### src/verilog/box_pkg.sv
`default_nettype none

package box_pkg;

  // wishbone port geometry.
  localparam int ADR_W = 12;
  localparam int DAT_W = 32;
  localparam int SUM_W = 16;

  // address bits 11:10 pick the region.
  localparam logic [1:0] REGION_CTRL = 2'd0;
  localparam logic [1:0] REGION_PIX  = 2'd1;
  localparam logic [1:0] REGION_RES  = 2'd2;

  // strobes from the sweep FSM.
  typedef struct packed {
    logic start_en;
    logic ld_en;
    logic count_en;
    logic sum_en;
    logic cum_en;
    logic progress_done;
  } sweep_cmd_t;

  // one finished window sum, tagged with its place in the result array.
  typedef struct packed {
    logic             valid;
    logic [3:0]       row;
    logic [5:0]       col;
    logic [SUM_W-1:0] sum;
  } sum_beat_t;

  // register word as written by the host.
  typedef struct packed {
    logic [26:0] reserved;
    logic [3:0]  rows;
    logic        start;
  } csr_cmd_t;

  // register word as read back by the host.
  typedef struct packed {
    logic [25:0] reserved;
    logic [3:0]  rows_done;
    logic        done;
    logic        busy;
  } csr_stat_t;

  typedef union packed {
    csr_cmd_t  cmd;
    csr_stat_t stat;
  } csr_word_t;

endpackage

`default_nettype wire

### src/verilog/row_sweep_ctrl.sv
`default_nettype none

module row_sweep_ctrl #(
  parameter int COLS = 16,
  parameter int WIN  = 5
) (
  input  logic                clk,
  input  logic                rst_n,
  input  logic                i_start,
  input  logic                i_start_gt_1,
  input  logic [5:0]          i_col_count,
  input  logic                i_row_eq_max,
  output box_pkg::sweep_cmd_t o_cmd
);

  import box_pkg::*;

  localparam logic [2:0] S_IDLE      = 3'd0;
  localparam logic [2:0] S_START     = 3'd1;
  localparam logic [2:0] S_START_ROW = 3'd2;
  localparam logic [2:0] S_FILL      = 3'd3;
  localparam logic [2:0] S_EMIT      = 3'd4;
  localparam logic [2:0] S_FINISH    = 3'd5;
  localparam logic [2:0] S_DONE      = 3'd6;

  // column being addressed when the window fill or the row ends.
  localparam logic [5:0] FILL_LAST = 6'(WIN - 2);
  localparam logic [5:0] LAST_COL  = 6'(COLS - 1);

  logic [2:0] state_q;
  logic [2:0] state_nxt;

  always_ff @(posedge clk) begin
    if (!rst_n) begin
      state_q <= S_IDLE;
    end else begin
      state_q <= state_nxt;
    end
  end

  always_comb begin
    state_nxt = state_q;
    case (state_q)
      S_IDLE: begin
        if (i_start) begin
          state_nxt = S_START;
        end
      end
      // zero rows requested skips the sweep entirely.
      S_START: begin
        state_nxt = i_start_gt_1 ? S_START_ROW : S_FINISH;
      end
      // col 0 goes out here, so a two-wide window needs no fill.
      S_START_ROW: begin
        state_nxt = (WIN > 2) ? S_FILL : S_EMIT;
      end
      S_FILL: begin
        if (i_col_count == FILL_LAST) begin
          state_nxt = S_EMIT;
        end
      end
      S_EMIT: begin
        if (i_col_count == LAST_COL) begin
          state_nxt = i_row_eq_max ? S_FINISH : S_START_ROW;
        end
      end
      S_FINISH: begin
        state_nxt = S_DONE;
      end
      S_DONE: begin
        state_nxt = S_IDLE;
      end
      default: begin
        state_nxt = S_IDLE;
      end
    endcase
  end

  always_comb begin
    o_cmd = '0;
    case (state_q)
      S_START: begin
        o_cmd.start_en = 1'b1;
      end
      S_START_ROW: begin
        o_cmd.ld_en    = 1'b1;
        o_cmd.count_en = 1'b1;
        o_cmd.sum_en   = 1'b1;
      end
      S_FILL: begin
        o_cmd.count_en = 1'b1;
        o_cmd.sum_en   = 1'b1;
      end
      S_EMIT: begin
        o_cmd.count_en = 1'b1;
        o_cmd.sum_en   = 1'b1;
        o_cmd.cum_en   = 1'b1;
      end
      S_FINISH: begin
        o_cmd.progress_done = 1'b1;
      end
      default: begin
      end
    endcase
  end

  // a row start never coincides with an emitting column.
  a_ld_cum_excl: assert property (@(posedge clk) disable iff (!rst_n)
    !(o_cmd.ld_en && o_cmd.cum_en));

endmodule

`default_nettype wire

### src/verilog/window_sum_path.sv
`default_nettype none

module window_sum_path #(
  parameter int COLS     = 16,
  parameter int ROWS_MAX = 8,
  parameter int WIN      = 5,
  parameter int PIX_W    = 8
) (
  input  logic                clk,
  input  logic                rst_n,
  input  box_pkg::sweep_cmd_t i_cmd,
  input  logic [3:0]          i_rows,
  input  logic [PIX_W-1:0]    i_pix_data,
  output logic [9:0]          o_pix_addr,
  output logic [5:0]          o_col_count,
  output logic                o_start_gt_1,
  output logic                o_row_eq_max,
  output box_pkg::sum_beat_t  o_beat
);

  import box_pkg::*;

  localparam logic [5:0] LAST_COL = 6'(COLS - 1);
  localparam logic [5:0] WIN_M1   = 6'(WIN - 1);

  logic [5:0]       col_q;
  logic [3:0]       row_q;
  logic             ld_q;
  logic             acc_q;
  logic             cum_q;
  logic [5:0]       col_t;
  logic [3:0]       row_t;
  logic [PIX_W-1:0] win_q [WIN];
  logic [SUM_W-1:0] run_sum_q;
  logic [SUM_W-1:0] sum_nxt;
  logic [PIX_W-1:0] leaving;

  // sweep position.
  always_ff @(posedge clk) begin
    if (!rst_n) begin
      col_q <= '0;
      row_q <= '0;
    end else if (i_cmd.start_en) begin
      col_q <= '0;
      row_q <= '0;
    end else if (i_cmd.count_en) begin
      if (col_q == LAST_COL) begin
        col_q <= '0;
        row_q <= row_q + 4'd1;
      end else begin
        col_q <= col_q + 6'd1;
      end
    end
  end

  assign o_pix_addr   = 10'(row_q * COLS + col_q);
  assign o_col_count  = col_q;
  assign o_start_gt_1 = (i_rows != 4'd0);
  assign o_row_eq_max = (row_q == i_rows - 4'd1);

  // strobes follow the pixel, which is one cycle behind its address.
  always_ff @(posedge clk) begin
    if (!rst_n) begin
      ld_q  <= 1'b0;
      acc_q <= 1'b0;
      cum_q <= 1'b0;
    end else begin
      ld_q  <= i_cmd.ld_en;
      acc_q <= i_cmd.sum_en;
      cum_q <= i_cmd.cum_en;
    end
  end

  always_ff @(posedge clk) begin
    col_t <= col_q;
    row_t <= row_q;
  end

  // the window starts empty, so the first emit drops a zero.
  always_comb begin
    leaving = cum_q ? win_q[WIN-1] : '0;
    if (ld_q) begin
      sum_nxt = SUM_W'(i_pix_data);
    end else begin
      sum_nxt = run_sum_q + SUM_W'(i_pix_data) - SUM_W'(leaving);
    end
  end

  always_ff @(posedge clk) begin
    if (acc_q) begin
      run_sum_q <= sum_nxt;
      win_q[0]  <= i_pix_data;
      for (int i = 1; i < WIN; i++) begin
        win_q[i] <= ld_q ? '0 : win_q[i-1];
      end
    end
  end

  always_ff @(posedge clk) begin
    if (!rst_n) begin
      o_beat.valid <= 1'b0;
    end else begin
      o_beat.valid <= cum_q;
    end
  end

  always_ff @(posedge clk) begin
    o_beat.row <= row_t;
    o_beat.col <= col_t - WIN_M1;
    o_beat.sum <= sum_nxt;
  end

  // every stored beat lands inside the result array.
  a_beat_in_range: assert property (@(posedge clk) disable iff (!rst_n)
    o_beat.valid |-> (o_beat.col <= 6'(COLS - WIN)) && (o_beat.row < 4'(ROWS_MAX)));

endmodule

`default_nettype wire

### src/verilog/wb_frame_port.sv
`default_nettype none

module wb_frame_port #(
  parameter int COLS     = 16,
  parameter int ROWS_MAX = 8,
  parameter int WIN      = 5,
  parameter int PIX_W    = 8
) (
  input  logic                      clk,
  input  logic                      rst_n,
  input  logic                      i_wb_cyc,
  input  logic                      i_wb_stb,
  input  logic                      i_wb_we,
  input  logic [box_pkg::ADR_W-1:0] i_wb_adr,
  input  logic [box_pkg::DAT_W-1:0] i_wb_dat,
  input  logic [9:0]                i_pix_addr,
  input  box_pkg::sum_beat_t        i_beat,
  input  box_pkg::sweep_cmd_t       i_cmd,
  output logic [box_pkg::DAT_W-1:0] o_wb_dat,
  output logic                      o_wb_ack,
  output logic                      o_start,
  output logic [3:0]                o_rows,
  output logic [PIX_W-1:0]          o_pix_data
);

  import box_pkg::*;

  localparam int RES_COLS  = COLS - WIN + 1;
  localparam int PIX_DEPTH = COLS * ROWS_MAX;
  localparam int RES_DEPTH = RES_COLS * ROWS_MAX;
  localparam int PIX_AW    = $clog2(PIX_DEPTH);
  localparam int RES_AW    = $clog2(RES_DEPTH);

  logic [PIX_W-1:0] pix_mem [PIX_DEPTH];
  logic [SUM_W-1:0] res_mem [RES_DEPTH];

  logic [1:0]  region;
  logic [9:0]  word;
  logic        wb_req;
  logic        start_req;
  logic [3:0]  rows_req;
  csr_word_t   wr_word;
  csr_word_t   stat_word;
  logic        busy_q;
  logic        done_q;
  logic [3:0]  rows_done_q;
  logic        fin_q;
  logic [RES_AW-1:0] res_wr_idx;

  assign region = i_wb_adr[11:10];
  assign word   = i_wb_adr[9:0];
  // new cycles are only taken while no ack is out.
  assign wb_req  = i_wb_cyc && i_wb_stb && !o_wb_ack;
  assign wr_word = i_wb_dat;

  assign start_req = wb_req && i_wb_we && (region == REGION_CTRL) && (word == 10'd0) &&
                     wr_word.cmd.start && !busy_q;
  assign rows_req  = (wr_word.cmd.rows > 4'(ROWS_MAX)) ? 4'(ROWS_MAX) : wr_word.cmd.rows;

  always_ff @(posedge clk) begin
    if (!rst_n) begin
      o_wb_ack <= 1'b0;
      o_start  <= 1'b0;
      fin_q    <= 1'b0;
    end else begin
      o_wb_ack <= wb_req;
      o_start  <= start_req;
      fin_q    <= i_cmd.progress_done;
    end
  end

  always_ff @(posedge clk) begin
    if (start_req) begin
      o_rows <= rows_req;
    end
  end

  // busy drops one cycle after progress_done, once the last beat is stored.
  always_ff @(posedge clk) begin
    if (!rst_n) begin
      busy_q      <= 1'b0;
      done_q      <= 1'b0;
      rows_done_q <= '0;
    end else if (start_req) begin
      busy_q      <= 1'b1;
      done_q      <= 1'b0;
      rows_done_q <= '0;
    end else begin
      if (fin_q) begin
        busy_q <= 1'b0;
        done_q <= 1'b1;
      end
      if (i_beat.valid && (i_beat.col == 6'(RES_COLS - 1))) begin
        rows_done_q <= rows_done_q + 4'd1;
      end
    end
  end

  // pixel memory: host writes, datapath reads.
  always_ff @(posedge clk) begin
    if (wb_req && i_wb_we && (region == REGION_PIX) && !busy_q && (word < PIX_DEPTH)) begin
      pix_mem[word[PIX_AW-1:0]] <= i_wb_dat[PIX_W-1:0];
    end
    o_pix_data <= pix_mem[i_pix_addr[PIX_AW-1:0]];
  end

  assign res_wr_idx = RES_AW'(i_beat.row * RES_COLS + i_beat.col);

  always_ff @(posedge clk) begin
    if (i_beat.valid) begin
      res_mem[res_wr_idx] <= i_beat.sum;
    end
  end

  always_comb begin
    stat_word                = '0;
    stat_word.stat.busy      = busy_q;
    stat_word.stat.done      = done_q;
    stat_word.stat.rows_done = rows_done_q;
  end

  always_ff @(posedge clk) begin
    if (wb_req && !i_wb_we) begin
      o_wb_dat <= '0;
      case (region)
        REGION_CTRL: begin
          if (word == 10'd0) begin
            o_wb_dat <= stat_word;
          end
        end
        REGION_PIX: begin
          if (word < PIX_DEPTH) begin
            o_wb_dat <= DAT_W'(pix_mem[word[PIX_AW-1:0]]);
          end
        end
        REGION_RES: begin
          if (word < RES_DEPTH) begin
            o_wb_dat <= DAT_W'(res_mem[word[RES_AW-1:0]]);
          end
        end
        default: begin
        end
      endcase
    end
  end

  // classic cycles: one ack per request, then a gap.
  a_ack_single: assert property (@(posedge clk) disable iff (!rst_n)
    o_wb_ack |=> !o_wb_ack);

endmodule

`default_nettype wire

### src/verilog/box_row_top.sv
`default_nettype none

module box_row_top #(
  parameter int COLS     = 16,
  parameter int ROWS_MAX = 8,
  parameter int WIN      = 5,
  parameter int PIX_W    = 8
) (
  input  logic                      clk,
  input  logic                      rst_n,
  input  logic                      i_wb_cyc,
  input  logic                      i_wb_stb,
  input  logic                      i_wb_we,
  input  logic [box_pkg::ADR_W-1:0] i_wb_adr,
  input  logic [box_pkg::DAT_W-1:0] i_wb_dat,
  output logic [box_pkg::DAT_W-1:0] o_wb_dat,
  output logic                      o_wb_ack
);

  import box_pkg::*;

  logic             start;
  logic [3:0]       rows;
  sweep_cmd_t       cmd;
  logic [9:0]       pix_addr;
  logic [PIX_W-1:0] pix_data;
  sum_beat_t        beat;
  logic [5:0]       col_count;
  logic             start_gt_1;
  logic             row_eq_max;

  row_sweep_ctrl #(
    .COLS (COLS),
    .WIN  (WIN)
  ) i_ctrl (
    .clk          (clk),
    .rst_n        (rst_n),
    .i_start      (start),
    .i_start_gt_1 (start_gt_1),
    .i_col_count  (col_count),
    .i_row_eq_max (row_eq_max),
    .o_cmd        (cmd)
  );

  window_sum_path #(
    .COLS     (COLS),
    .ROWS_MAX (ROWS_MAX),
    .WIN      (WIN),
    .PIX_W    (PIX_W)
  ) i_path (
    .clk          (clk),
    .rst_n        (rst_n),
    .i_cmd        (cmd),
    .i_rows       (rows),
    .i_pix_data   (pix_data),
    .o_pix_addr   (pix_addr),
    .o_col_count  (col_count),
    .o_start_gt_1 (start_gt_1),
    .o_row_eq_max (row_eq_max),
    .o_beat       (beat)
  );

  wb_frame_port #(
    .COLS     (COLS),
    .ROWS_MAX (ROWS_MAX),
    .WIN      (WIN),
    .PIX_W    (PIX_W)
  ) i_port (
    .clk        (clk),
    .rst_n      (rst_n),
    .i_wb_cyc   (i_wb_cyc),
    .i_wb_stb   (i_wb_stb),
    .i_wb_we    (i_wb_we),
    .i_wb_adr   (i_wb_adr),
    .i_wb_dat   (i_wb_dat),
    .i_pix_addr (pix_addr),
    .i_beat     (beat),
    .i_cmd      (cmd),
    .o_wb_dat   (o_wb_dat),
    .o_wb_ack   (o_wb_ack),
    .o_start    (start),
    .o_rows     (rows),
    .o_pix_data (pix_data)
  );

endmodule

`default_nettype wire

### config.mk
export PLATFORM = sky130hd
export DESIGN_NAME = box_row_top
export DESIGN_NICKNAME = d
export VERILOG_FILES = /design/src/verilog/box_pkg.sv /design/src/verilog/row_sweep_ctrl.sv /design/src/verilog/window_sum_path.sv /design/src/verilog/wb_frame_port.sv /design/src/verilog/box_row_top.sv
export SDC_FILE = /design/constraint.sdc
export NUM_CORES = 2
export LEC_CHECK = 0
export BUFFER_PORTS_ARGS = -buffer_cell sky130_fd_sc_hd__clkbuf_2
export CELL_PAD_IN_SITES_DETAIL_PLACEMENT = 1
export CELL_PAD_IN_SITES_GLOBAL_PLACEMENT = 1
export CORE_MARGIN = 4
export CORE_UTILIZATION = 50
export CTS_CLUSTER_DIAMETER = 200
export DETAILED_ROUTE_END_ITERATION = 10
export HOLD_SLACK_MARGIN = 0.02
export PLACE_DENSITY_LB_ADDON = 0.1
export SLEW_MARGIN = 20
export SYNTH_ARGS = -nofsm -noshare
export SYNTH_HDL_FRONTEND = slang
export SYNTH_HIERARCHICAL = 1
export SYNTH_SLANG_ARGS = --single-unit
### constraint.sdc
create_clock -name clk -period 3.6 [get_ports clk]
set_input_delay 0.72 -clock clk [delete_from_list [all_inputs] [get_ports clk]]
set_output_delay 0.72 -clock clk [all_outputs]
set_load 0.02 [all_outputs]
# Yosys cells after proc, flatten, opt, wreduce, memory -nomap -nowiden
# Memory sizes are Yosys's and may differ from the RTL's. A register that Yosys moved wholly into a read port is not among the register bits.
# Index checks and enable logic that the tools add are counted.
# W data, S select, Z words.
# totals
register_bits,114
mem_bits_rw,2600
inputBits,49
output_inout_bits,33
word_cells,107
n_memories,3
# mem_list
memory,depth,width,read_ports,rd_clocked_by_memory_dff,write_ports,line_no,text
i_port.res_mem,96,16,1,0,1,wb_frame_port.sv:35,logic [SUM_W-1:0] res_mem [RES_DEPTH];
i_port.pix_mem,128,8,2,1,1,wb_frame_port.sv:34,logic [PIX_W-1:0] pix_mem [PIX_DEPTH];
i_path.win_q,5,8,5,0,5,window_sum_path.sv:33,logic [PIX_W-1:0] win_q [WIN];
# op_classes
addsub,9
n_mul,1
n_lt_le_gt_ge,3
n_eq_ne,14
n_mux,30
bitwise_logic,1
reduce_logical,25
# op_table
op,n
$pmux W32 S3,1
$mux W8,6
$mux W16,2
$pmux W3 S6,1
$add A16 B8 Y16,1
$sub A16 B8 Y16,1
$mux W3,5
$add A7 B6 Y7,2
$eq A6 B4 Y1 const B,2
$logic_and A1 B1 Y1,12
$mux W1,12
$mux W6,2
$logic_not A10 Y1,1
$lt A10 B7 Y1 const B,1
$lt A10 B8 Y1 const B,1
$add A4 B1 Y4 const B,2
$add A6 B1 Y6 const B,1
$eq A3 B2 Y1 const B,2
$eq A3 B3 Y1 const B,2
$eq A6 B2 Y1 const B,1
$ne A2 B1 Y1 const B,3
$sub A6 B3 Y6 const B,1
$mul A4 B2 Y5 const B,1
$eq A4 B4 Y1,1
16 further kinds,19

# Logic depth before layout (Yosys ltp)
# logic_depth
depth_word,8
ltp_mapped,13
ltp_nobuf,10

# Modules after synthesis
# Netlist, hierarchy kept.
# by_module_without_submodules
mod,instances,cells_per_inst,area_per_inst_um2
wb_frame_port,1,5987,108126.2
window_sum_path,1,390,4619.4
row_sweep_ctrl,1,42,287.8

# Worst setup path before layout
# OpenSTA, ideal clock, no wires.
# synth_timing
path_type,register to register
startpoint,register i_path/o_beat[23] (netlist name)
endpoint,"memory i_port.res_mem[91][0], enable pin"
setup_ns,0.388
arrival_time_ns,2.950
required_ns,3.212
setup_slack_ns,0.262
path_stages_with_launch,10
path_buffers,0
period_less_slack_ns,3.338
path_cell_list,dfxtp_1 -> ha_1 -> fa_1 -> ha_1 -> a21o_1 -> a21oi_1 -> xnor2_1 -> nor2b_1 -> nand2_1 -> nor2_1
# synth_between
elab_chain_cells,2
# synth_rtl
element,line_no,text
from (decl),window_sum_path.sv:18,output box_pkg::sum_beat_t o_beat
$mul A4 B2 Y5,wb_frame_port.sv:107,assign res_wr_idx = RES_AW'(i_beat.row * RES_COLS + i_beat.col);
$add A7 B6 Y7,wb_frame_port.sv:107,
to (decl),wb_frame_port.sv:35,
# Every way passes these cells.

# Worst setup path in the final report
# layout_timing
startpoint,register i_path/o_beat[23] (netlist name)
endpoint,"memory i_port.res_mem[82][1], enable pin"
# The elaborated chain is that of the path after synthesis.

==> results.py <==
metrics = {
    "cts": {
        "ctsHoldBuffers": 0,
        "clkLatencyLatePin_ps": 930,
        "clk_path_buf_depth": 4,
        "clk_pin_slew_ps": 60,
        "clock-sinks": 2706,
        "cts_tree": "done",
        "htreeDepth": 5,
        "cts_buffers": 302,
        "root_buffer": "clkbuf_16",
    },
    "floorplanning": {
        "dieArea_um2": 233600,
        "start_util_pct": 50.24,
        "die_x_um": 483.4,
        "io_pins": 82,
        "die_h_um": 483.4,
        "fp-row-count": 174,
        "fp.coreArea_um2": 224900,
    },
    "worst_setup_path": {
        "critical-path-top-delay-family": "adder cells",
        "slowest_delay_ps": 430,
        "arrival_ps": 4060,
        "path_class": "reg2reg",
        "cp_cell_sequence": "ha_1, fa_1, ha_1, a21o_1, a21oi_1, xnor2_1, nor2b_1, buf_4, nand2_1, nor2_1, buf_12",
        "cp_slowest_cell": "fa_1",
        "path_max_fanout": 16,
        "crit_required_ps": 4240,
        "end_kind": "flip-flop",
        "crit_buf_inv": 2,
        "reg2reg_to": "i_port/res_mem[82][1]",
        "cpMostUsedCell": "ha_1",
        "r2r_cells": 11,
        "cp-start-kind": "flip-flop",
        "r2r_setup_slack_ps": 180,
        "r2r_start": "i_path/o_beat[23]",
    },
    "sta": {
        "worst_pin_slew_ps": 1211,
        "slew_viol_final": 0,
        "finalSetupViolations": 0,
        "totalNegativeSetupSlack_ps": 0,
        "slew_headroom_pct": 19.12,
        "fmax_ghz": 0.2927,
        "rsz0062_at_grt": "true",
        "finalHoldViolCount": 0,
        "min_period_ps": 3417,
        "fin_crit_sh_pct": 94.91,
        "skew_ps": 43.27,
    },
    "pwr": {
        "combPwrFrac_pct": 12.8,
        "irDropWorstVdd_mv": 0.4691,
        "power_density_nw_per_um2": 594.2,
        "p_int_mw": 59.51,
        "switching_share_pct": 25.92,
        "power.leakage_nw": 44.41,
        "seqPwrFrac_pct": 49.5,
        "power_frac_clock_pct": 37.7,
        "p_sw_mw": 20.82,
    },
    "detailed_routing": {
        "drtAntennaViolNets": 0,
        "wirelength_mm": 418.5,
        "drtPass1Iterations": 8,
        "post-route-drc-count": 0,
        "routedWlPerCell_um": 39.72,
        "via_per_inst": 6.878,
        "vias": 72470,
        "drt_iter0_drc": 11100,
    },
    "grt": {
        "grt_overflow": 0,
        "grt_usage_pct": 35.37,
        "grt_pass1_wl_mm": 582.1,
        "grt_pass1_vias": 73660,
        "grt_start_max_net_pins": 129,
        "grt_antenna_before_repair": 31,
    },
    "place": {
        "portBuffers": 41,
        "placed_area_um2": 125500,
        "hpwl_mm": 281.0,
        "finalWeightedCongestion": 0.9632,
    },
    "synthesis": {
        "yosysWarnings": 6,
        "syn_area_um2": 113000,
        "syn_avg_cell_area_um2": 17.62,
        "synthCells": 6412,
    },
    "finish": {
        "final_area_um2": 135200,
        "fillers": 19600,
        "drive_gt1_share_pct": 29.27,
        "area_delta_synth_final_pct": 19.64,
        "fin_nets": 7412,
    },
    "hold_path": {
        "hold_path_depth": 3,
        "hold_class": "in2reg",
        "whs_endpoint": "i_port/o_wb_ack",
        "hold_start": "i_wb_stb",
    },
    "job": {
        "drv_cap": 0,
    },
    "status": {
        "run_status": "finished, final reports clean",
    },
}
-- how the worst max path moves through the flow --
stage | from | to | slack (ps) | cells past startpoint
floorplan | i_path/o_beat[23] | i_port/res_mem[91][0] | 260 | 9
global placement | i_wb_adr[0] | i_port/o_wb_dat[1] | -920 | 11
detailed placement | i_wb_adr[0] | i_port/o_wb_dat[1] | -880 | 11
CTS | i_wb_adr[0] | i_port/o_wb_dat[1] | 100 | 11
global route | i_path/o_beat[23] | i_port/res_mem[82][6] | -20 | 11
finish | i_path/o_beat[23] | i_port/res_mem[82][1] | 180 | 11
-- layout make-up --
class	instances	area [um2]	area share, %
clock buffer	376	8068	5.968
tap	2992	3744	2.769
multi-input combinational	3166	30080	22.25
inverter	69	271.5	0.2009
sequential	2706	80630	59.65
timing repair buffer	1078	10940	8.091
clock inverter	141	1425	1.054
antenna	9	22.52	0.01666
-- worst reg2reg max path, stage by stage (launching register included) --
cell,delay [ps]
dfxtp_1,390
ha_1,220
fa_1,430
ha_1,370
a21o_1,190
a21oi_1,170
xnor2_1,210
nor2b_1,200
buf_4,180
nand2_1,240
nor2_1,290
buf_12,220
-- per-stage QoR --
step / std cells / hold slack, ps / worst slack (ps) / util [%] / total power [mW]
after floorplan: 6427 / 309.6 / 262.0 / - / 44.94
after global placement: 10010 / 315.5 / -924.8 / 55.83 / 50.04
after detailed placement: 10010 / 314.3 / -876.5 / 55.83 / 50.42
after CTS: 10520 / 124.1 / 103.4 / 60.05 / 80.42
after global routing: 10530 / 167.2 / -15.91 / 60.10 / 82.63
final: 10540 / 175.5 / 183.1 / 60.11 / 80.33
-- repair_timing --
item | in CTS | in global routing
buffers inserted | 0 | 0
endpoints found under the setup margin | 0 | 87
gates resized for setup | 0 | 4
-- placed cells by master, fill, tap and decap left out, types with 65 or more instances in the layout --
cell type / n
o21ai_0: 109
a21oi_1: 196
buf_4: 817
nand2_1: 210
edfxtp_1: 2636
clkbuf_16: 312
mux2_2: 130
mux4_2: 477
a22oi_1: 243
a221oi_1: 205
mux2i_1: 266
a221o_1: 67
a22o_1: 65
nor2_1: 341
buf_12: 226
-- layer usage --
layer / share of wire [%] / GRT usage [%] / wire (um) / up-vias
li1: - / - / - / 28320
met2: 46 / 55.21 / 194500 / 4792
met1: 36 / 46.40 / 152700 / 38270
met3: 11 / 8.447 / 44380 / 1075
met5: 0.022 / 0 / 94 / -
met4: 6.4 / 18.79 / 26810 / 14
-- power by group through the flow --
stage	clock, mW	sequential, mW	combinational (mW)
after floorplan	0	39.9	5.03
after global placement	0	40.8	9.28
after detailed placement	0	40.9	9.50
after CTS	30.6	40.3	9.57
after global routing	32.0	39.9	10.7
final	30.3	39.8	10.3
-- flip-flops by register name, indices dropped and copies added, names as in the netlist, 8 cells and up --
name               cells
i_path/o_beat         27
i_path/run_sum_q      16
i_path/win_q          40
i_port/o_pix_data      8
i_port/o_wb_dat       16
i_port/pix_mem      1024
i_port/res_mem      1536
Note: power is estimated with default switching activity, not from simulation.
